### src/source/mmio_macros.svh
`ifndef MMIO_MACROS_SVH
`define MMIO_MACROS_SVH

//////////////////////////////
// Address map
//////////////////////////////

// Upper bits of this word mark the I/O window
`define MMIO_IO_BASE 32'hFFFF_FC00
// Low bits inside the I/O window
`define MMIO_IO_LOW_BITS 10

// Operand i sits at base plus 4*i
// Base stays aligned so the low word bits give the index
`define MMIO_OPERAND_BASE 32'hFFFF_FC60
`define MMIO_TEST_ADDR 32'hFFFF_FC70
`define MMIO_STATUS_ADDR 32'hFFFF_FC74
`define MMIO_LED_ADDR 32'hFFFF_FC80

//////////////////////////////
// Sizes
//////////////////////////////

// Operands A and B by default
`define MMIO_OPERANDS 2
`define MMIO_OPERAND_IDX_W ((`MMIO_OPERANDS > 1) ? $clog2(`MMIO_OPERANDS) : 1)
`define MMIO_MEM_WORDS 256

`endif
### src/source/mmioPkg.sv
package mmioPkg;

    //////////////////////////////
    // Bus widths
    //////////////////////////////

    // Data word on the bus
    typedef logic [31:0] word_t;

    // Byte address from the core
    typedef logic [31:0] addr_t;

    //////////////////////////////
    // Board widths
    //////////////////////////////

    // Operand switch bank
    typedef logic [7:0] switch_t;

    // Test mode switches
    typedef logic [2:0] test_t;

    // LED bar
    typedef logic [23:0] led_t;

    // Target of one bus access
    // Decode result only
    typedef enum logic [2:0] {
        regionMem,
        regionLed,
        regionOperand,
        regionTest,
        regionStatus,
        regionUnmapped
    } region_t;

endpackage

### src/source/operandLatch.sv
module operandLatch (
    input  logic             clock,
    input  logic             rst,
    input  mmioPkg::switch_t switches,
    input  logic             enter,
    input  logic             operandRead,
    output mmioPkg::switch_t operandValue,
    output logic             fresh
);

    logic enterPrev;
    logic press;

    // Rising edge of the enter button
    assign press = enter && !enterPrev;

    always_ff @(posedge clock) begin
        if (rst) begin
            enterPrev    <= 1'b0;
            operandValue <= '0;
            fresh        <= 1'b0;
        end else begin
            enterPrev <= enter;
            // Capture once per press
            if (press) begin
                operandValue <= switches;
            end
            // New press beats a read clear
            if (press) begin
                fresh <= 1'b1;
            end else if (operandRead) begin
                fresh <= 1'b0;
            end
        end
    end

    // Every press seen on the button pin leaves the flag set
    assert property (@(posedge clock) disable iff (rst) $rose(enter) |=> fresh);

endmodule

### config.mk
export PLATFORM = sky130hd
export DESIGN_NAME = operandLatch
export DESIGN_NICKNAME = d
export VERILOG_FILES = /design/src/source/mmio_macros.svh /design/src/source/mmioPkg.sv /design/src/source/operandLatch.sv
export SDC_FILE = /design/constraint.sdc
export NUM_CORES = 1
export LEC_CHECK = 0
export BUFFER_PORTS_ARGS = -buffer_cell sky130_fd_sc_hd__buf_2
export CAP_MARGIN = 15
export CORE_AREA = 2 2 39 41
export CTS_CLUSTER_SIZE = 8
export DETAILED_ROUTE_END_ITERATION = 12
export DIE_AREA = 0 0 41 43
export PLACE_DENSITY_LB_ADDON = 0.3
export SYNTH_ARGS = -nofsm -noshare
export SYNTH_HDL_FRONTEND = slang
export SYNTH_SLANG_ARGS = --single-unit
### constraint.sdc
create_clock -name clock -period 1.01 [get_ports clock]
set_input_delay 0.101 -clock clock [delete_from_list [all_inputs] [get_ports clock]]
set_output_delay 0.101 -clock clock [all_outputs]
set_load 0.01 [all_outputs]
---- Yosys cells after proc, flatten, opt, wreduce, memory -nomap -nowiden ----
Cells that the tools add are included.
storage, ports and cells
  output and inout bits ................... 9
  input port bits ......................... 12
  register bits ........................... 10
  logic and storage cells ................. 8
operators by class
  reductions and logical operators ........ 3
  multiplexer cells ....................... 2
operator list
  cell                count
  two-way mux 1 bit   2
  nonzero test 2 bit  1
  logical AND 1 bit   1
  logical NOT 1 bit   1

---- Longest topological paths before layout ----
  depth after elaboration ................. 3
  depth in mapped cells ................... 3
  gate-level depth less buffers ........... 2

---- Worst setup path after synthesis ----
Ideal clock, no wire load.
  path type ............................... register to register
  start point ............................. reg enterPrev
  end point ............................... reg fresh
  library setup time ...................... 0.115 ns
  path buffers ............................ 1
  required time ........................... 0.895 ns
  data arrival time ....................... 0.751 ns
  period minus slack after synthesis ...... 0.866 ns
  slack ................................... 0.144 ns
  cell stages (with the launch flop) ...... 4
  cells stage by stage .................... dfxtp_1 > nor2b_4 > buf_6 > o21ba_1
on the way
  word-level cells in the longest chain between the ends .. 3
  elaborated cells between the ends (all ways) .. 4
  those cells by class .................... 1 x mux; 3 x reduce/logical
ends and longest elaborated chain
  item                                                     RTL line            source
  start: declaration                                       operandLatch.sv:11  logic enterPrev;
  start signal: assignment                                 operandLatch.sv:23  enterPrev <= enter;
  logical NOT 1 bit *                                      operandLatch.sv:15  assign press = enter && !enterPrev;
  logical AND 1 bit *                                      operandLatch.sv:15
  two-way mux 1 bit or nonzero test 2 bit (tied branches)  --
  end signal: assignment                                   operandLatch.sv:21  fresh <= 1'b0;
  end signal: assignment                                   operandLatch.sv:30  fresh <= 1'b1;
  end signal: assignment                                   operandLatch.sv:32  fresh <= 1'b0;
  end: declaration                                         operandLatch.sv:8   output logic fresh
Mark *: on every way between the ends. The rest lies on a longest branch, timed or not.
A chain may end at the register's enable or synchronous reset.

---- Worst setup path in the final report ----
Ends and elaborated chain as after synthesis.

==> qor.csv <==
metric,value,unit
antenna_found_initial,0,
hp-class,in -> reg,
tritoncts,built,
finalSetupViolCount,0,
avgViaCountPerCell,4.62,
finalNetCount,75,
drv_cap,0,
worstPathArrival,1.02,ns
min_from,switches[5],
period_share,85.7,%
core_area,1380,µm²
worstHoldEndpoint,operandValue[5]$_SDFFE_PP0P_,
path_class,reg -> reg,
drive_gt1_share,39.3,%
skew,0.00496,ns
postCtsResizedCells,0,
grt_usage,11.5,%
syn_nets,52,
grt_max_degree,19,
tns,0,ns
yosysSeqAreaShare,46.4,%
grt_pass1_vias,296,
crit_fanout,9,
place_congestion,0.665,
synth-seq-cells,10,
hold_depth,3,
ant_nets,0,
required,1.16,ns
synth.cell_area,432,µm²
worst-slew-pin-transition,0.274,ns
slew_viol_final,0,
syn_area_per_cell,10.8,µm²
grt_pass1_wl,1270,µm
cts_setup_buffers,0,
numCtsBuffers,3,
cp-start-kind,flip-flop,
p_per_area,1430,nW/µm²
dr.pass1.iters,2,
num_vias,356,
fmax,1160,MHz
wl,819,µm
syn_inst,40,
slew_headroom,81.7,%
insertion_delay,0.25,ns
reg2reg_depth,2,
port_buffers,20,
wl_per_cell,10.6,µm
p_leak,0.246,nW
die-area,1760,µm²
cts_root_buf,clkbuf_4,
die_y,43,µm
yosys.cell_types.count,10,
post-place-cells,74,
cts_buffer_depth,2,
p_total,800,µW
ioPinCount,21,
final_cells,77,
rows,14,
drc,0,
grt_overflow_total,0,
initial_core_util,31.2,%
dp_hpwl,602,µm
area_growth,29.6,%
cts.sinks,10,
cts.htree.levels,1,
fin_crit,0.865,ns
reg2reg_from,enterPrev$_SDFF_PP0_,
hold_viol,0,
die_w,41,µm
grt_setup_unrepaired,false,
reg2reg_slack,0.14,ns
finalCoreUtilization,40.4,%
outcome,"complete, no violations",
ir_drop,566,µV
cts_hold_buf,0,
holdWs,0.107,ns
reg2reg_to,fresh$_SDFFE_PP0P_,
critPathCaptureType,flip-flop,
yosys_warnings,0,
diodes,0,
detail_route.iter0.violations,1,
clk_pin_slew,0.06,ns
-- how the worst max path moves through the flow --
stage	from	to	slack, ns	cells after the start
4_1_cts	enterPrev$_SDFF_PP0_	fresh$_SDFFE_PP0P_	0.14	2
3_3_place_gp	enterPrev$_SDFF_PP0_	fresh$_SDFFE_PP0P_	0.16	2
6_report	enterPrev$_SDFF_PP0_	fresh$_SDFFE_PP0P_	0.14	2
2_1_floorplan	enterPrev$_SDFF_PP0_	fresh$_SDFFE_PP0P_	0.14	3
5_1_grt	enterPrev$_SDFF_PP0_	operandValue[3]$_SDFFE_PP0P_	0.08	2
3_5_place_dp	enterPrev$_SDFF_PP0_	fresh$_SDFFE_PP0P_	0.14	2
-- worst max-delay path: stages (launching register included) --
cell	delay [ns]
dfxtp_1	0.47
nor2b_4	0.11
o21ba_1	0.19
-- Yosys cell counts, drive strengths merged --
| cell | number | area [µm²] |
|---|---|---|
| dfxtp | 10 | 200 |
| nand2b | 8 | 50.1 |
| nand4bb | 8 | 90.1 |
| o21ai | 8 | 40.0 |
| nor2b | 3 | 26.3 |
| buf | 1 | 11.3 |
| clkbuf | 1 | 3.75 |
| o21ba | 1 | 10.0 |
-- cell type report --
class                   count  area (µm²)
multi-input cells          28         216
well taps                  16        20.0
flip-flops and latches     10         200
repair buffers             20         100
fillers                   137         825
clock buffers               3        22.5
-- report_power, final --
group,switching (mW),internal (mW)
registers,0.0139,0.419
logic,0.0497,0.0612
clock network,0.120,0.137
total,0.184,0.617
-- flip-flops by register name, indices dropped and copies added (netlist names) --
register      flops
operandValue      8
fresh             1
enterPrev         1
-- routing by layer --
metal / vias up / track usage, % / part of all wire [%]
met5: - / 0 / 0
met4: 0 / 8.00 / 0
met3: 0 / 7.85 / 9.3
met2: 12 / 13.1 / 44
met1: 157 / 14.7 / 47
li1: 187 / - / -
-- cells in the final DEF, fill, tap and decap left out --
cell / count
o21ai_1: 1
o21ba_1: 1
clkbuf_4: 3
nand4bb_1: 8
nand2b_1: 8
dfxtp_1: 10
nor2b_4: 1
nor2b_1: 2
o21ai_0: 7
buf_2: 20
-- kinds of logic after synthesis --
group / after synthesis / share of synthesized area [%]
and+or+nand+nor: 19 / 38.6
AOI/OAI and AO/OA: 9 / 11.6
DFF: 10 / 46.4
buffers and inverters: 2 / 3.48
-- through the flow --
stage | cell area, µm² | setup slack (ns)
3_5_place_dp | 537 | 0.139
5_1_grt | 559 | 0.0836
3_3_place_gp | 537 | 0.156
6_report | 559 | 0.145
4_1_cts | 559 | 0.136
2_1_floorplan | 432 | 0.144
Power figures use the tool's default switching activity.
