--- src/source/mmio_macros.svh ---
`ifndef MMIO_MACROS_SVH
`define MMIO_MACROS_SVH

//////////////////////////////
// Address map
//////////////////////////////

// Upper bits of this word mark the I/O window
`define MMIO_IO_BASE 32'hFFFF_FC00
// Low bits inside the I/O window
`define MMIO_IO_LOW_BITS 10

// Operand i sits at base plus 4*i
// Base stays aligned so the low word bits give the index
`define MMIO_OPERAND_BASE 32'hFFFF_FC60
`define MMIO_TEST_ADDR 32'hFFFF_FC70
`define MMIO_STATUS_ADDR 32'hFFFF_FC74
`define MMIO_LED_ADDR 32'hFFFF_FC80

//////////////////////////////
// Sizes
//////////////////////////////

// Operands A and B by default
`define MMIO_OPERANDS 2
`define MMIO_OPERAND_IDX_W ((`MMIO_OPERANDS > 1) ? $clog2(`MMIO_OPERANDS) : 1)
`define MMIO_MEM_WORDS 256

`endif
--- src/source/mmioPkg.sv ---
package mmioPkg;

    //////////////////////////////
    // Bus widths
    //////////////////////////////

    // Data word on the bus
    typedef logic [31:0] word_t;

    // Byte address from the core
    typedef logic [31:0] addr_t;

    //////////////////////////////
    // Board widths
    //////////////////////////////

    // Operand switch bank
    typedef logic [7:0] switch_t;

    // Test mode switches
    typedef logic [2:0] test_t;

    // LED bar
    typedef logic [23:0] led_t;

    // Target of one bus access
    // Decode result only
    typedef enum logic [2:0] {
        regionMem,
        regionLed,
        regionOperand,
        regionTest,
        regionStatus,
        regionUnmapped
    } region_t;

endpackage

--- src/source/addressDecoder.sv ---
`include "mmio_macros.svh"

module addressDecoder (
    input  mmioPkg::addr_t             address,
    input  logic                       memRead,
    input  logic                       memWrite,
    output mmioPkg::region_t           region,
    output logic                       ramWrite,
    output logic                       ledWrite,
    output logic [`MMIO_OPERANDS-1:0]  operandRead
);

    localparam int IoLowBits = `MMIO_IO_LOW_BITS;
    localparam mmioPkg::addr_t IoBase = `MMIO_IO_BASE;

    logic ioHit;
    logic [`MMIO_OPERANDS-1:0] operandHit;

    // Upper bits select the I/O window
    assign ioHit = (address[31:IoLowBits] == IoBase[31:IoLowBits]);

    // One exact word match per operand
    always_comb begin
        for (int i = 0; i < `MMIO_OPERANDS; i++) begin
            operandHit[i] = (address == mmioPkg::addr_t'(`MMIO_OPERAND_BASE + 4 * i));
        end
    end

    // Name the target
    always_comb begin
        if (!ioHit) begin
            region = mmioPkg::regionMem;
        end else if (address == mmioPkg::addr_t'(`MMIO_LED_ADDR)) begin
            region = mmioPkg::regionLed;
        end else if (|operandHit) begin
            region = mmioPkg::regionOperand;
        end else if (address == mmioPkg::addr_t'(`MMIO_TEST_ADDR)) begin
            region = mmioPkg::regionTest;
        end else if (address == mmioPkg::addr_t'(`MMIO_STATUS_ADDR)) begin
            region = mmioPkg::regionStatus;
        end else begin
            region = mmioPkg::regionUnmapped;
        end
    end

    // Strobes reach one target only
    // I/O writes never land in RAM
    assign ramWrite = memWrite && (region == mmioPkg::regionMem);
    assign ledWrite = memWrite && (region == mmioPkg::regionLed);
    assign operandRead = operandHit & {`MMIO_OPERANDS{memRead}};

    // Strobe sanity on every bus change
    always_comb begin
        assert (!(ramWrite && ledWrite)) else $error("RAM and LED written together");
        assert ($onehot0(operandRead)) else $error("More than one operand read");
    end

endmodule

--- config.mk ---
export PLATFORM = sky130hd
export DESIGN_NAME = addressDecoder
export DESIGN_NICKNAME = d
export VERILOG_FILES = /design/src/source/mmioPkg.sv /design/src/source/addressDecoder.sv
export VERILOG_INCLUDE_DIRS = /design/src /design/src/source
export SDC_FILE = /design/constraint.sdc
export NUM_CORES = 1
export LEC_CHECK = 0
export CAP_MARGIN = 10
export CORE_AREA = 4 4 41 43
export DETAILED_ROUTE_END_ITERATION = 10
export DIE_AREA = 0 0 45 47
export DONT_BUFFER_PORTS = 1
export PLACE_DENSITY_LB_ADDON = 0.3
export SYNTH_ARGS = -nofsm -noshare
export SYNTH_HDL_FRONTEND = slang
export SYNTH_SLANG_ARGS = --single-unit
--- constraint.sdc ---
create_clock -name vclk -period 3.6
set_input_delay 0.9 -clock vclk [all_inputs]
set_output_delay 0.9 -clock vclk [all_outputs]
set_load 0.005 [all_outputs]
==> Yosys cells after proc, flatten, opt, wreduce, memory -nomap -nowiden <==
Cells that the tools add are included.
{ "totals": {"out_inout_bits": 7, "input_bits": 34, "register_bits": 0} }
{ "op_classes": {"mux": 5, "n_bitwise": 1, "eq_ne": 7, "reduce_logical": 4} }
{ "op_table": {"columns": ["operator", "count"], "rows": [
  ["$eq 32x32->1 const B", 5],
  ["$eq 22x22->1 const B", 1],
  ["$mux 3", 4],
  ["$eq 3x1->1 const B", 1],
  ["$logic_not 3->1", 1],
  ["$and 2x2->2", 1],
  ["$logic_and 1x1->1", 2],
  ["$reduce_or 2->1", 1],
  ["$mux 1", 1]
]} }

==> Longest topological paths before layout <==
{ "depth": {"ltp_word": 8, "mapped_depth": 4} }

==> Least setup slack after synthesis <==
No wires, ideal clock.
{ "synth_timing": {"path_type": "input to output", "from": "in address[12]", "to": "out ledWrite", "t_arrival_ps": 1805, "n_path_buf": 0, "path_slack_ps": 895, "t_required_ps": 2700, "cell_stages": 4, "path_cell_list": "nand4_1 -> nor4_2 -> nand4_2 -> nor4_2"} }
{ "synth_via": {"elab_chain_len": 8, "elab_cells_between_ends": 14, "classes_between": "eq/ne (7); mux (5); reduce/logical (2)"} }
{ "synth_lines": {"columns": ["element", "line", "text"], "rows": [
  ["start: declaration", "addressDecoder.sv:4", "input mmioPkg::addr_t address,"],
  ["$eq 32x32->1", "addressDecoder.sv:39", "end else if (address == mmioPkg::addr_t'(`MMIO_STATUS_ADDR)) begin"],
  ["$mux 1", "addressDecoder.sv:39", null],
  ["$mux 3", "addressDecoder.sv:37", "end else if (address == mmioPkg::addr_t'(`MMIO_TEST_ADDR)) begin"],
  ["$mux 3", "addressDecoder.sv:35", "end else if (|operandHit) begin"],
  ["$mux 3", "addressDecoder.sv:33", "end else if (address == mmioPkg::addr_t'(`MMIO_LED_ADDR)) begin"],
  ["$mux 3 *", "addressDecoder.sv:31", "if (!ioHit) begin"],
  ["$eq 3x1->1 *", "addressDecoder.sv:49", "assign ledWrite = memWrite && (region == mmioPkg::regionLed);"],
  ["$logic_and 1x1->1 *", "addressDecoder.sv:49", null],
  ["end: declaration", "addressDecoder.sv:9", "output logic ledWrite,"]
]} }
Mark *: on every way between the ends. The rest lies on a longest branch, timed or not.

==> Worst setup path after layout <==
Ends and elaborated chain as after synthesis.

==> reports/metrics.cfg <==
[floorplan]
die_width_um = 45
coreArea_um2 = 1300
die_h_um = 47
start_util = 0.145
ios = 41
rows = 13
fp.dieArea_um2 = 2120

[route]
dr.pass1.iters = 2
drtIter0Drc = 1
drtAntennaViolNets = 0
via_count = 253
routed_wl_um = 742
vias_per_cell = 5.75
drc_errors = 0
wl_per_cell_um = 16.9

[run]
drv_cap = 0

[cts]
post_cts_resize_count = 0
hold_buffers = 0
postCtsSetupBuffers = 0

[synth]
syn_inst = 29
yosysUniqueCellTypes = 17
synth_area_um2 = 189
synth.avg_cell_area_um2 = 6.51
synth_nets = 63
ys_warn_count = 0
synth_seq_area_share = 0

[power]
power_frac_seq = 0
p_int_w = 0.00000353
p_leak_nw = 0.0530
ir_worst_vdd_uv = 5.14
p_switching_w = 0.00000346
pwr-share-clk = 0
powerDensity_nw_per_um2 = 33.6
pwr-share-comb = 1.000
switching_share = 0.495

[cells_and_area]
multi_input_area_um2 = 189
regArea_um2 = 0
drive_gt1_frac = 0.172
fin_nets = 65
syn2layout_area_growth_pct = 9.93
final_common_cell = nand2_1
diodes = 0
nFlopsAndLatches = 0
final_cell_mix = 5 x nand2_1, 4 x nand4_1, 3 x nor2_1, 3 x nor3_1, 2 x nor4_2
fin_area_um2 = 208
nClkBuffers = 0
num-fill-cells = 161

[sta]
hold_viol = 0
worst_slew_pin_slew_ns = 0.295
finalSetupTns_ns = 0
max_freq_mhz = 355
rsz0062_at_grt = false
drv_slew = 0
timing.final.crit_share = 0.782
relSlewSlack = 0.802
setup_viol = 0
finalCriticalPeriod_ns = 2.81

[worst_hold_path]
min_to = region[1]
hp-class = input port to output pin
worstHoldPathCells = 1
hold_start = address[2]

[critical_path]
max_stage_delay_ns = 0.37
crit_slowest_cell = nor4_2
critPathKind = input port to output pin
crit_path_cell_trace = nand4_1 -> nor4_2 -> nand4_2 -> nor4_2
worstPathRequired_ns = 2.70
critPathBufInv = 0
crit_top_cell = nor4_2
cp_data_arrival_time_ns = 1.91
cp-start-kind = input port
crit_fanout = 7
endpoint_kind = output pin
cpLargestDelayFamily = simple AND/OR/NAND/NOR gates

[placement]
gp_congestion = 0.642
io_buffer_count = 0
dp_hpwl_um = 713
place_area_um2 = 208

[global_route]
grt_antenna_before_repair = 0
grt_max_degree = 8
grt_pass1_wl_um = 1060
grt_usage = 0.0653
grt_pass1_vias = 244
grt_remaining_overflow = 0

[run_status]
outcome = complete, no violations

power groups by stage:
stage                     clock network (W)  registers (W)   logic (W)
after floorplan                           0              0  0.00000627
after global placement                    0              0  0.00000715
after detailed placement                  0              0  0.00000711
after CTS                                 0              0  0.00000715
after global routing                      0              0  0.00000822
final                                     0              0  0.00000699
how the worst max path moves through the flow:
stage	startpoint	depth (start not counted)	endpoint
4_1_cts	address[12]	4	ledWrite
3_5_place_dp	address[12]	4	ledWrite
3_3_place_gp	address[12]	4	ledWrite
5_1_grt	address[12]	4	ledWrite
2_1_floorplan	address[12]	4	ledWrite
6_report	address[12]	4	ledWrite
synth_stat cells:
master / number / area [um2]
o31ai_1: 1 / 7.51
nor3_1: 3 / 15.0
or3_1: 1 / 6.26
nand4_2: 1 / 12.5
nand3b_1: 1 / 7.51
nand2_1: 5 / 18.8
nor2_1: 3 / 11.3
nand2b_1: 1 / 6.26
a21oi_1: 1 / 5.00
and2_2: 1 / 7.51
nand4_1: 4 / 25.0
a211o_1: 1 / 8.76
a211oi_1: 1 / 7.51
nor3_2: 1 / 10.0
a31oi_1: 1 / 6.26
nor4_2: 2 / 25.0
and4_1: 1 / 8.76
kinds of logic after synthesis:
logic type       count (synthesis)  synth area share
AO/OA/AOI/OAI                    5             0.185
AND/OR/NAND/NOR                 24             0.815
metrics by stage:
stage	utilization	setup slack (ns)	total power, W	instances	hold WS (ns)
floorplan	-	0.895	0.00000627	29	1.86
global placement	0.160	0.787	0.00000715	44	1.87
detailed placement	0.160	0.751	0.00000711	44	1.88
CTS	0.160	0.751	0.00000715	44	1.88
global route	0.160	0.616	0.00000822	44	1.87
finish	0.160	0.786	0.00000699	44	1.87
layer usage:
metal,track usage,up-vias,routed length [um]
li1,-,119,-
met1,0.0719,106,218
met2,0.121,28,370
met3,0.0307,0,153
met4,0,0,0
met5,0,-,0
area by class of cell:
type / count / share of cell area
tap: 15 / 0.0904
multi-input combinational: 29 / 0.910
(Power assumes the default switching activity.)
