**src/source/mmio_macros.svh**
```systemverilog
`ifndef MMIO_MACROS_SVH
`define MMIO_MACROS_SVH

//////////////////////////////
// Address map
//////////////////////////////

// Upper bits of this word mark the I/O window
`define MMIO_IO_BASE 32'hFFFF_FC00
// Low bits inside the I/O window
`define MMIO_IO_LOW_BITS 10

// Operand i sits at base plus 4*i
// Base stays aligned so the low word bits give the index
`define MMIO_OPERAND_BASE 32'hFFFF_FC60
`define MMIO_TEST_ADDR 32'hFFFF_FC70
`define MMIO_STATUS_ADDR 32'hFFFF_FC74
`define MMIO_LED_ADDR 32'hFFFF_FC80

//////////////////////////////
// Sizes
//////////////////////////////

// Operands A and B by default
`define MMIO_OPERANDS 2
`define MMIO_OPERAND_IDX_W ((`MMIO_OPERANDS > 1) ? $clog2(`MMIO_OPERANDS) : 1)
`define MMIO_MEM_WORDS 256

`endif
```
**src/source/mmioPkg.sv**
```systemverilog
package mmioPkg;

    //////////////////////////////
    // Bus widths
    //////////////////////////////

    // Data word on the bus
    typedef logic [31:0] word_t;

    // Byte address from the core
    typedef logic [31:0] addr_t;

    //////////////////////////////
    // Board widths
    //////////////////////////////

    // Operand switch bank
    typedef logic [7:0] switch_t;

    // Test mode switches
    typedef logic [2:0] test_t;

    // LED bar
    typedef logic [23:0] led_t;

    // Target of one bus access
    // Decode result only
    typedef enum logic [2:0] {
        regionMem,
        regionLed,
        regionOperand,
        regionTest,
        regionStatus,
        regionUnmapped
    } region_t;

endpackage

```
**src/source/ioPort.sv**
```systemverilog
`include "mmio_macros.svh"

module ioPort (
    input  logic                            clock,
    input  logic                            rst,
    input  mmioPkg::region_t                region,
    input  logic [`MMIO_OPERAND_IDX_W-1:0]  operandIndex,
    input  mmioPkg::word_t                  ramReadData,
    input  mmioPkg::switch_t                operandValue [`MMIO_OPERANDS],
    input  logic [`MMIO_OPERANDS-1:0]       fresh,
    input  mmioPkg::test_t                  testSwitches,
    input  mmioPkg::word_t                  writeData,
    input  logic                            ledWrite,
    output mmioPkg::word_t                  readData,
    output mmioPkg::led_t                   leds
);

    //////////////////////////////
    // LED register
    //////////////////////////////

    // Low 24 bits of the store
    always_ff @(posedge clock) begin
        if (rst) begin
            leds <= '0;
        end else if (ledWrite) begin
            leds <= writeData[23:0];
        end
    end

    //////////////////////////////
    // Load result
    //////////////////////////////

    mmioPkg::word_t operandWord;
    mmioPkg::word_t testWord;
    mmioPkg::word_t statusWord;

    // Zero extension of the narrow sources
    assign operandWord = mmioPkg::word_t'(operandValue[operandIndex]);
    assign testWord    = mmioPkg::word_t'(testSwitches);
    // Fresh bit i in status bit i
    assign statusWord  = mmioPkg::word_t'(fresh);

    // Pure address mux
    always_comb begin
        case (region)
            mmioPkg::regionMem: begin
                readData = ramReadData;
            end
            mmioPkg::regionOperand: begin
                readData = operandWord;
            end
            mmioPkg::regionTest: begin
                readData = testWord;
            end
            mmioPkg::regionStatus: begin
                readData = statusWord;
            end
            // LED is write only
            // Unmapped I/O reads as zero
            default: begin
                readData = '0;
            end
        endcase
    end

endmodule

```
**config.mk**
```make
export PLATFORM = sky130hd
export DESIGN_NAME = ioPort
export DESIGN_NICKNAME = d
export VERILOG_FILES = /design/src/source/mmioPkg.sv /design/src/source/ioPort.sv
export VERILOG_INCLUDE_DIRS = /design/src /design/src/source
export SDC_FILE = /design/constraint.sdc
export NUM_CORES = 1
export LEC_CHECK = 0
export ABC_AREA = 1
export BUFFER_PORTS_ARGS = -buffer_cell sky130_fd_sc_hd__buf_2
export CAP_MARGIN = 20
export CORE_MARGIN = 2
export CORE_UTILIZATION = 30
export DETAILED_ROUTE_END_ITERATION = 12
export GPL_TIMING_DRIVEN = 1
export PLACE_DENSITY_LB_ADDON = 0.05
export SYNTH_ARGS = -nofsm -noshare
export SYNTH_HDL_FRONTEND = slang
export SYNTH_SLANG_ARGS = --single-unit
export TNS_END_PERCENT = 100
```
**constraint.sdc**
```tcl
create_clock -name clock -period 1.3 [get_ports clock]
set_clock_uncertainty 0.05 [all_clocks]
set_input_delay 0.39 -clock clock [delete_from_list [all_inputs] [get_ports clock]]
set_output_delay 0.39 -clock clock [all_outputs]
set_load 0.02 [all_outputs]
```
**Yosys cells after proc, flatten, opt, wreduce, memory -nomap -nowiden**

Cells that the tools add are included.
W data, S select, Z words.

- Word-level logic and storage cells: 11
- Register bits: 24
- Input port bits: 92
- Output and inout bits: 56

- Order comparisons: 1
- Muxes and demuxes: 4
- Bitwise logic cells: 1
- Reduce and logical (&&, ||, !) cells: 1
- Eq/ne operators: 3

Operator list:

| operator | count |
|---|---|
| $pmux W32 S4 | 1 |
| $mux W8 | 3 |
| $eq A3 B2 Y1 const B | 2 |
| $eq A3 B3 Y1 const B | 1 |
| $logic_not A3 Y1 | 1 |
| $ge A2 B2 Y1 const B | 1 |
| $not A1 Y2 | 1 |

**Longest topological paths before layout**

Gate-level depths: netlist of the first run.

- Depth after elaboration: 5
- Depth in mapped cells: 6
- Mapped depth without buffers: 5

**Worst setup path after synthesis of the first run**

Ideal clock, no wire load.

- Path kind: input to output
- From: in region[1]
- To: out readData[10]
- Stages on the path: 4
- Arrival: 1.047 ns
- Setup slack: -0.187 ns
- Data required time: 0.860 ns
- Buffers on the path: 1
- Cells stage by stage: nor2_4 -> nand2_4 -> buf_6 -> nor2_1

- Cells in the longest elaborated chain, start to end: 2
- Elaborated cells on any way between the ends: 5
- Those cells by class: eq/ne (3); mux (1); reduce/logical (1)

Ends and longest elaborated chain:

| element | line | text |
|---|---|---|
| start: declaration | ioPort.sv:6 | `input mmioPkg::region_t region,` |
| $eq A3 B3 Y1 (tied with other cells) | ioPort.sv:47 | `case (region)` |
| $pmux W32 S4 (*) | ioPort.sv:47 |  |
| end: declaration | ioPort.sv:14 | `output mmioPkg::word_t readData,` |

Every way passes the cells marked *; elsewhere a longest branch is shown, timed or not.

**Final worst setup path of the first run**

- From: in region[0]
- To: out readData[17]

The elaborated chain is that of the path after synthesis.

==> results of run 1 <==
[cell type report]
| type | instances | area (sq um) |
|---|---|---|
| clock buffer | 3 | 41.3 |
| clock inverter | 1 | 30.0 |
| fill | 350 | 1410 |
| inverter | 28 | 131 |
| multi-input combinational | 153 | 853 |
| sequential | 24 | 480 |
| tap | 50 | 62.6 |
| timing repair buffer | 153 | 1080 |
[how the worst min path moves through the flow]
stage,start,to,slack (ps),cells past startpoint
global route,writeData[9],leds[9],310,3
CTS,writeData[6],leds[6],310,3
global placement,leds[19],leds[19],390,2
detailed placement,leds[11],leds[11],400,2
finish,writeData[6],leds[6],320,3
floorplan,rst,leds[17],410,1
[what timing repair did]
item | CTS | global route
setup buffers | 2 | 0
cloned | 1 | 0
gates resized for setup | 77 | 4
hold buffers | 0 | 0
endpoints found under the setup margin | 32 | 32
pin swaps | 10 | 6
[cells in the final DEF (no fill, tap or decap)]
| cell | synthesis | layout |
|---|---|---|
| dfxtp_1 | 24 | 24 |
| nand2_4 | 1 | 2 |
| inv_2 | 3 | 1 |
| nor2_4 | 2 | 25 |
| clkbuf_8 | 0 | 3 |
| buf_12 | 0 | 4 |
| buf_4 | 2 | 9 |
| buf_6 | 2 | 31 |
| inv_8 | 0 | 1 |
| a21oi_1 | 24 | 24 |
| nor2_1 | 23 | 1 |
| buf_16 | 0 | 1 |
| nand2_1 | 92 | 82 |
| inv_1 | 25 | 24 |
| nand3_2 | 0 | 1 |
| clkbuf_4 | 0 | 1 |
| bufinv_16 | 0 | 1 |
| inv_16 | 0 | 1 |
| nand3_1 | 5 | 4 |
| nand4_1 | 5 | 5 |
| inv_4 | 0 | 1 |
| buf_8 | 0 | 1 |
| buf_2 | 4 | 106 |
| nand2_2 | 0 | 9 |
[power groups by stage]
stage | combinational [uW] | sequential, uW | clock [uW]
global route | 694 | 800 | 685
CTS | 634 | 795 | 661
detailed placement | 563 | 811 | 0
floorplan | 260 | 861 | 0
global placement | 560 | 810 | 0
finish | 641 | 794 | 640
[cell families (layout without fill, tap and decap cells)]
| logic type | count (synthesis) | count (layout) | synth area share [%] |
|---|---|---|---|
| simple gates | 129 | 129 | 40.7 |
| buf+inv | 38 | 185 | 13.1 |
| compound gates | 24 | 24 | 9.25 |
| flops | 24 | 24 | 37.0 |
[routing by layer]
metal | GRT usage [%] | vias up | share of wire (%)
li1 | - | 941 | -
met1 | 24.0 | 796 | 42
met2 | 35.8 | 83 | 50
met3 | 4.94 | 4 | 7.6
met4 | 4.49 | 0 | 0.55
met5 | 0 | - | 0
[worst register-to-register path, delay by kind of cell (launching register included)]
kind            cells  cell delay (ps)
flops               1              340
simple gates        1               60
compound gates      1              130
[through the flow]
step                      total power [uW]  setup WS [ps]  std cells  util [%]  cell area (sq um)
after detailed placement              1370           -356        405      56.5               2310
after floorplan                       1120          -88.7        215         -               1510
after CTS                             2090           -309        412      65.2               2660
final                                 2070           -314        412      65.5               2680
after global routing                  2180           -337        412      65.5               2680
after global placement                1370           -341        405      56.5               2310
==> flow_metrics.py, run 1 <==
metrics = {
    "run_status": {
        "status": "finished, violations left",
        "violations": "negative setup slack",
    },
    "setup_path": {
        "cp.depth": 6,
        "timing.rr.end": "leds[15]",
        "reg2reg_from": "leds[15]",
        "reg2reg_depth": 2,
        "crit_start": "region[0]",
        "critPathMaxStageDelay_ps": 180,
        "cp_max_fo": 7,
        "crit_end": "readData[17]",
        "cp-start-kind": "primary input",
        "crit_family": "buffers and inverters",
        "cp_data_arrival_time_ps": 1170,
        "ff2ff_setup_slack_ps": 650,
        "cp_cell_sequence": "buf_8 > nor2_4 > nand2_4 > buf_12 > nor2_4 > buf_6",
        "path_buf_inv": 3,
        "worstPathRequired_ps": 860,
        "endpoint_kind": "primary output",
        "crit_top_cell": "nor2_4",
        "critPathKind": "primary input to primary output",
        "cp_slowest_cell": "buf_12",
    },
    "timing": {
        "whs_ps": 317,
        "period_minus_slack_ps": 1610,
        "worst_pin_slew_ps": 434,
        "grt_setup_unrepaired": "yes",
        "fmax_mhz": 620,
        "slew-limit-headroom_pct": 71.1,
        "setup_tns_ps": -8970,
        "maxSlewViolCount": 0,
        "final-setup-viol-count": 32,
        "finalCritPeriodShare_pct": 124,
        "setup_ws_ps": -314,
        "hold_violations": 0,
    },
    "floorplan": {
        "start_util_pct": 31.8,
        "core.rowCount": 23,
        "die_width_um": 69.8,
        "die-height_um": 69.8,
        "core_area_sq_mm": 0.00409,
        "io-pin-count": 148,
        "die_area_sq_mm": 0.00487,
    },
    "synth": {
        "async_flop_share_pct": 0,
        "syn_inst": 215,
        "synth-edff-count": 0,
        "synth_common_cells": "92 x nand2_1, 25 x inv_1, 24 x a21oi_1, 24 x dfxtp_1, 23 x nor2_1",
        "ys_seq_area_share_pct": 37.0,
        "syn_area_sq_mm": 0.00130,
        "synth_nets": 307,
        "ys.flop_type": "dfxtp_1",
        "avgSynthCellArea_sq_um": 6.04,
        "yosys.area.top_type": "dfxtp_1",
        "synth_cell_types": 15,
        "netlist.area_leader.share_pct": 37.0,
        "yosys_warnings": 0,
        "synth_area_leaders": "dfxtp_1 37%, nand2_1 27%, a21oi_1 9.2%, inv_1 7.2%, nor2_1 6.6%",
        "synth.most_common_cell": "nand2_1",
        "ys_seq_elements": 24,
    },
    "power_and_ir_drop": {
        "ir_worst_vdd_v": 0.000724,
        "p_leak_uw": 0.00146,
        "power.density_mw_per_mm2": 775,
        "comb_power_share_pct": 30.9,
        "swShare_pct": 28.6,
        "clock_power_share_pct": 30.8,
        "p_switching_uw": 593,
        "p_int_uw": 1480,
        "seqPwrFrac_pct": 38.3,
    },
    "finish": {
        "drive_above_1_share_pct": 54.7,
        "syn_to_final_growth_pct": 106,
        "layout.nets": 455,
        "top_register": "leds",
        "reg.largest.list": "leds x24",
        "antenna_cells": 0,
        "largest_reg_flops": 24,
    },
    "global_route": {
        "overflow": 0,
        "antenna_found_initial": 0,
        "grt_pass1_wl_um": 8090,
        "grt_usage_pct": 20.0,
        "grt_pass1_vias": 1745,
        "grt_start_max_net_pins": 25,
    },
    "route": {
        "ant_nets": 0,
        "totalWireLength_um": 4910,
        "drtPass1Iterations": 4,
        "dr_total_vias": 1824,
        "drcViolationCount": 0,
        "first_iter_violations": 65,
        "vias_per_cell": 4.43,
        "routedWlPerCell_um": 11.9,
    },
    "clocking": {
        "numCtsBuffers": 3,
        "clkLatencyLatePin_ps": 260,
        "h-tree-depth": 1,
        "clk_pin_slew_worst_paths_ps": 80,
        "cts_sinks": 24,
        "clock_path_buffers": 2,
        "cts_tree": "built",
        "clk_root_buffer_cell": "clkbuf_8",
    },
    "placed_design": {
        "portBuffers": 139,
        "gp_congestion": 0.795,
        "dp_hpwl_um": 3670,
    },
    "min_path": {
        "hp-class": "primary input to flip-flop",
    },
    "run": {
        "maxCapViolCount": 0,
    },
}
(Power assumes the default switching activity.)
==> run 2: changes to the inputs <==
==> constraint.sdc (replaced) <==
create_clock -name clock -period 1.3 [get_ports clock]
set_clock_uncertainty 0.05 [all_clocks]
set_input_delay 0.13 -clock clock [delete_from_list [all_inputs] [get_ports clock]]
set_output_delay 0.13 -clock clock [all_outputs]
set_load 0.02 [all_outputs]
==> flow_metrics.py, run 2 (synthesis results as in run 1) <==
metrics = {
    "placed_design": {
        "gp_congestion": 0.804,
        "dp_hpwl_um": 3320,
        "dp_slack_ps": 142,
        "portBuffers": 139,
        "dp.cells": 396,
    },
    "clocking": {
        "cts_hold_buf": 0,
        "h-tree-depth": 1,
        "clkLatencyLatePin_ps": 260,
        "clk_pin_slew_worst_paths_ps": 80,
        "clk_root_buffer_cell": "clkbuf_8",
        "ctsResizeCount": 0,
        "cts_sinks": 24,
        "post-cts-setup-buffers": 0,
        "clock_path_buffers": 2,
        "numCtsBuffers": 3,
        "cts_tree": "built",
    },
    "power_and_ir_drop": {
        "p_total_uw": 1700,
        "swShare_pct": 30.5,
        "p_leak_uw": 0.00131,
        "p_int_uw": 1180,
        "ir_worst_vdd_v": 0.000679,
        "p_switching_uw": 517,
        "clock_power_share_pct": 25.2,
        "seqPwrFrac_pct": 46.7,
        "power.density_mw_per_mm2": 824,
        "comb_power_share_pct": 28.1,
    },
    "run_status": {
        "status": "completed",
    },
    "global_route": {
        "grt_usage_pct": 16.6,
        "grt_start_max_net_pins": 25,
        "overflow": 0,
        "antenna_found_initial": 0,
        "grt_pass1_vias": 1422,
        "grt_pass1_wl_um": 6640,
    },
    "timing": {
        "slew-limit-headroom_pct": 69.5,
        "worst_pin_slew_ps": 458,
        "fmax_mhz": 876,
        "maxSlewViolCount": 0,
        "hold_violations": 0,
        "whs_ps": 58.3,
        "finalCritPeriodShare_pct": 87.8,
        "period_minus_slack_ps": 1140,
        "grt_setup_unrepaired": "no",
        "final-setup-viol-count": 0,
        "setup_tns_ps": 0,
        "setup_ws_ps": 158,
    },
    "route": {
        "vias_per_cell": 4.22,
        "ant_nets": 0,
        "totalWireLength_um": 4260,
        "drtPass1Iterations": 4,
        "first_iter_violations": 69,
        "routedWlPerCell_um": 10.7,
        "dr_total_vias": 1684,
        "drcViolationCount": 0,
    },
    "floorplan": {
        "core_area_sq_mm": 0.00409,
        "start_util_pct": 31.8,
        "die_area_sq_mm": 0.00487,
        "die-height_um": 69.8,
        "core.rowCount": 23,
        "io-pin-count": 148,
        "die_width_um": 69.8,
    },
    "setup_path": {
        "cp_data_arrival_time_ps": 960,
        "worstPathRequired_ps": 1120,
        "cp_max_fo": 8,
        "cp_slowest_cell": "nor2_4",
        "cp-start-kind": "primary input",
        "endpoint_kind": "primary output",
        "path_buf_inv": 3,
        "critPathKind": "primary input to primary output",
        "cp_cell_sequence": "buf_2 > inv_2 > nand2_1 > nor2_4 > nand2_1 > nand4_1 > buf_2",
        "crit_family": "simple AND/OR/NAND/NOR gates",
        "critPathMaxStageDelay_ps": 170,
    },
    "run": {
        "maxCapViolCount": 0,
    },
    "min_path": {
        "hp-class": "primary input to flip-flop",
    },
    "finish": {
        "drive_above_1_share_pct": 43.3,
        "layout.cells.non_filler": 399,
        "antenna_cells": 0,
        "final_cell_mix": "139 x buf_2, 92 x nand2_1, 25 x inv_1, 24 x a21oi_1, 24 x dfxtp_1",
        "syn_to_final_growth_pct": 58.7,
        "top_register": "leds",
        "nFillCells": 455,
        "largest_reg_flops": 24,
        "layout.nets": 443,
        "multiInputGateArea_sq_um": 648,
        "seq_area_sq_um": 480,
        "reg.largest.list": "leds x24",
        "final_common_cell": "buf_2",
    },
}
==> run 2: changes by cell type in the layout (fill, tap and decap cells not counted), sizes merged <==
| cell | change |
|---|---|
| clkbuf | -1 |
| buf | -11 |
| bufinv | -1 |
==> run 2: cell type report <==
cell class / instances / area share, %
Tap cell: 50 / 3.04
Sequential cell: 24 / 23.3
Clock buffer: 3 / 2.00
Inverter: 28 / 5.10
Multi-Input combinational cell: 153 / 31.5
Timing Repair Buffer: 141 / 35.1
==> run 2: worst paths after layout <==
kind,cells after the start,startpoint,to,slack (ps)
setup / recovery,7,region[2],readData[0],160
hold / removal,3,writeData[16],leds[16],60
setup reg to reg,2,leds[10],leds[10],660
hold reg to reg,2,leds[20],leds[20],410
==> run 2: layer usage <==
layer | vias to the layer above | track usage (%) | wire length, um
li1 | 919 | - | -
met1 | 690 | 20.4 | 1820
met2 | 71 | 29.6 | 2060
met3 | 4 | 4.22 | 339
met4 | 0 | 2.35 | 40
met5 | - | 0 | 0
==> run 2: worst reg2reg max path, delay by kind of cell (launching register included) <==
kind / cells / cell delay, ps
AND/OR/NAND/NOR: 1 / 50
flip-flops: 1 / 340
AO/OA/AOI/OAI: 1 / 130
==> run 2: stage by stage <==
step	instance area (sq um)	util (%)
final	2060	50.4
after global routing	2060	50.4
after CTS	2060	50.4
after detailed placement	2020	49.4
after global placement	2020	49.4
after floorplan	1300	-
==> run 2: power by group through the flow <==
| stage | Combinational [uW] | Clock, uW | Sequential (uW) |
|---|---|---|---|
| global placement | 479 | 0 | 809 |
| detailed placement | 480 | 0 | 810 |
| global route | 527 | 486 | 798 |
| finish | 477 | 427 | 793 |
| CTS | 482 | 448 | 793 |
| floorplan | 206 | 0 | 861 |
==> run 3: changes to the inputs <==
--- a/config.mk
+++ b/config.mk
@@ -10,7 +10,7 @@
 export BUFFER_PORTS_ARGS = -buffer_cell sky130_fd_sc_hd__buf_2
 export CAP_MARGIN = 20
 export CORE_MARGIN = 2
-export CORE_UTILIZATION = 30
+export CORE_UTILIZATION = 34
 export DETAILED_ROUTE_END_ITERATION = 12
 export GPL_TIMING_DRIVEN = 1
 export PLACE_DENSITY_LB_ADDON = 0.05
==> constraint.sdc (replaced) <==
create_clock -name clock -period 1.2 [get_ports clock]
set_clock_uncertainty 0.05 [all_clocks]
set_input_delay 0.12 -clock clock [delete_from_list [all_inputs] [get_ports clock]]
set_output_delay 0.12 -clock clock [all_outputs]
set_load 0.02 [all_outputs]
==> flow_metrics.py, run 3 (synthesis results as in run 1) <==
metrics = {
    "finish": {
        "drive_above_1_share_pct": 44.1,
        "reg.largest.list": "leds x24",
        "layout.nets": 447,
        "syn_to_final_growth_pct": 60.9,
        "largest_reg_flops": 24,
        "final_cell_mix": "139 x buf_2, 92 x nand2_1, 25 x inv_1, 24 x a21oi_1, 24 x dfxtp_1",
        "top_register": "leds",
        "antenna_cells": 0,
        "final_common_cell": "buf_2",
    },
    "setup_path": {
        "endpoint_kind": "primary output",
        "cp_max_fo": 10,
        "worstPathRequired_ps": 1030,
        "crit_top_cell": "buf_2",
        "cp_data_arrival_time_ps": 930,
        "cp_cell_sequence": "buf_2 > nor2_4 > nand2_4 > buf_4 > nor2_1 > buf_2",
        "critPathMaxStageDelay_ps": 180,
        "critPathKind": "primary input to primary output",
        "cp-start-kind": "primary input",
        "cp_slowest_cell": "buf_4",
    },
    "clocking": {
        "cts_sinks": 24,
        "clock_path_buffers": 2,
        "post-cts-setup-buffers": 0,
        "clk_root_buffer_cell": "clkbuf_8",
        "cts_tree": "built",
        "clk_pin_slew_worst_paths_ps": 80,
        "cts_hold_buf": 0,
        "ctsResizeCount": 0,
        "numCtsBuffers": 3,
        "h-tree-depth": 1,
        "clkLatencyLatePin_ps": 260,
    },
    "route": {
        "routedWlPerCell_um": 9.85,
        "vias_per_cell": 4.19,
        "dr_total_vias": 1686,
        "drtPass1Iterations": 3,
        "drcViolationCount": 0,
        "ant_nets": 0,
        "totalWireLength_um": 3960,
        "first_iter_violations": 57,
    },
    "timing": {
        "fmax_mhz": 912,
        "final-setup-viol-count": 0,
        "period_minus_slack_ps": 1100,
        "grt_setup_unrepaired": "no",
        "setup_tns_ps": 0,
        "hold_violations": 0,
        "worst_pin_slew_ps": 466,
        "maxSlewViolCount": 0,
        "finalCritPeriodShare_pct": 91.4,
        "slew-limit-headroom_pct": 68.9,
    },
    "placed_design": {
        "gp_congestion": 0.847,
        "dp_hpwl_um": 3210,
        "portBuffers": 139,
    },
    "floorplan": {
        "io-pin-count": 148,
        "die_width_um": 65.8,
        "die_area_sq_mm": 0.00433,
        "die-height_um": 65.8,
        "start_util_pct": 35.5,
        "core_area_sq_mm": 0.00366,
        "core.rowCount": 22,
    },
    "min_path": {
        "hp-class": "primary input to flip-flop",
    },
    "power_and_ir_drop": {
        "p_total_uw": 1900,
        "seqPwrFrac_pct": 45.1,
        "power.density_mw_per_mm2": 911,
        "p_switching_uw": 554,
        "comb_power_share_pct": 27.3,
        "p_leak_uw": 0.00133,
        "clock_power_share_pct": 27.6,
        "p_int_uw": 1350,
        "swShare_pct": 29.1,
        "ir_worst_vdd_v": 0.000718,
    },
    "run_status": {
        "status": "completed",
    },
    "global_route": {
        "grt_pass1_wl_um": 6210,
        "overflow": 0,
        "grt_pass1_vias": 1440,
        "antenna_found_initial": 0,
        "grt_start_max_net_pins": 25,
        "grt_usage_pct": 17.8,
    },
    "run": {
        "maxCapViolCount": 0,
    },
}
## run 3: cell types whose count changed in the layout (fill, tap and decap cells not counted)
| cell | delta |
|---|---|
| buf_4 | +5 |
| buf_12 | -1 |
| clkbuf_8 | +1 |
## run 3: path summary, 6_finish.rpt
path / start / slack [ps] / end / depth (start not counted)
min: writeData[17] / 50 / leds[17] / 3
min reg2reg: leds[10] / 410 / leds[10] / 2
max reg2reg: leds[16] / 550 / leds[16] / 2
max: region[1] / 100 / readData[14] / 6
## run 3: final cells by class
class / instances / area, sq um
clock buffers: 4 / 55.1
fillers: 371 / 1570
inverters: 28 / 105
multi-input cells: 153 / 648
flip-flops and latches: 24 / 480
well taps: 48 / 60.1
repair buffers: 145 / 741
## run 3: power by group through the flow
stage | registers, uW | clock network [uW] | logic, uW
global route | 863 | 576 | 577
detailed placement | 877 | 0 | 523
global placement | 877 | 0 | 522
CTS | 859 | 543 | 525
floorplan | 933 | 0 | 223
finish | 858 | 527 | 519
## run 3: per-layer routing
layer,track usage [%],up-vias,part of all wire (%)
met5,0,-,0
met4,1.56,0,0
met3,3.92,0,8.4
met2,32.2,66,47
met1,22.3,695,44
li1,-,925,-
## run 3: worst max-delay path, delay by kind of cell
kind / cells / cell delay [ps]
buffers and inverters: 3 / 490
and+or+nand+nor: 3 / 320
## run 3: through the flow
| step | instance area [sq um] | utilization [%] | hold slack, ps | cells | setup slack [ps] |
|---|---|---|---|---|---|
| finish | 2090 | 57.1 | 50.3 | 402 | 103 |
| global route | 2090 | 57.1 | 44.5 | 402 | 9.08 |
| CTS | 2090 | 57.1 | 47.1 | 402 | 89.3 |
| detailed placement | 2030 | 55.6 | 327 | 398 | 94.5 |
| global placement | 2030 | 55.6 | 325 | 398 | 89.9 |
| floorplan | 1300 | - | 139 | 215 | 253 |
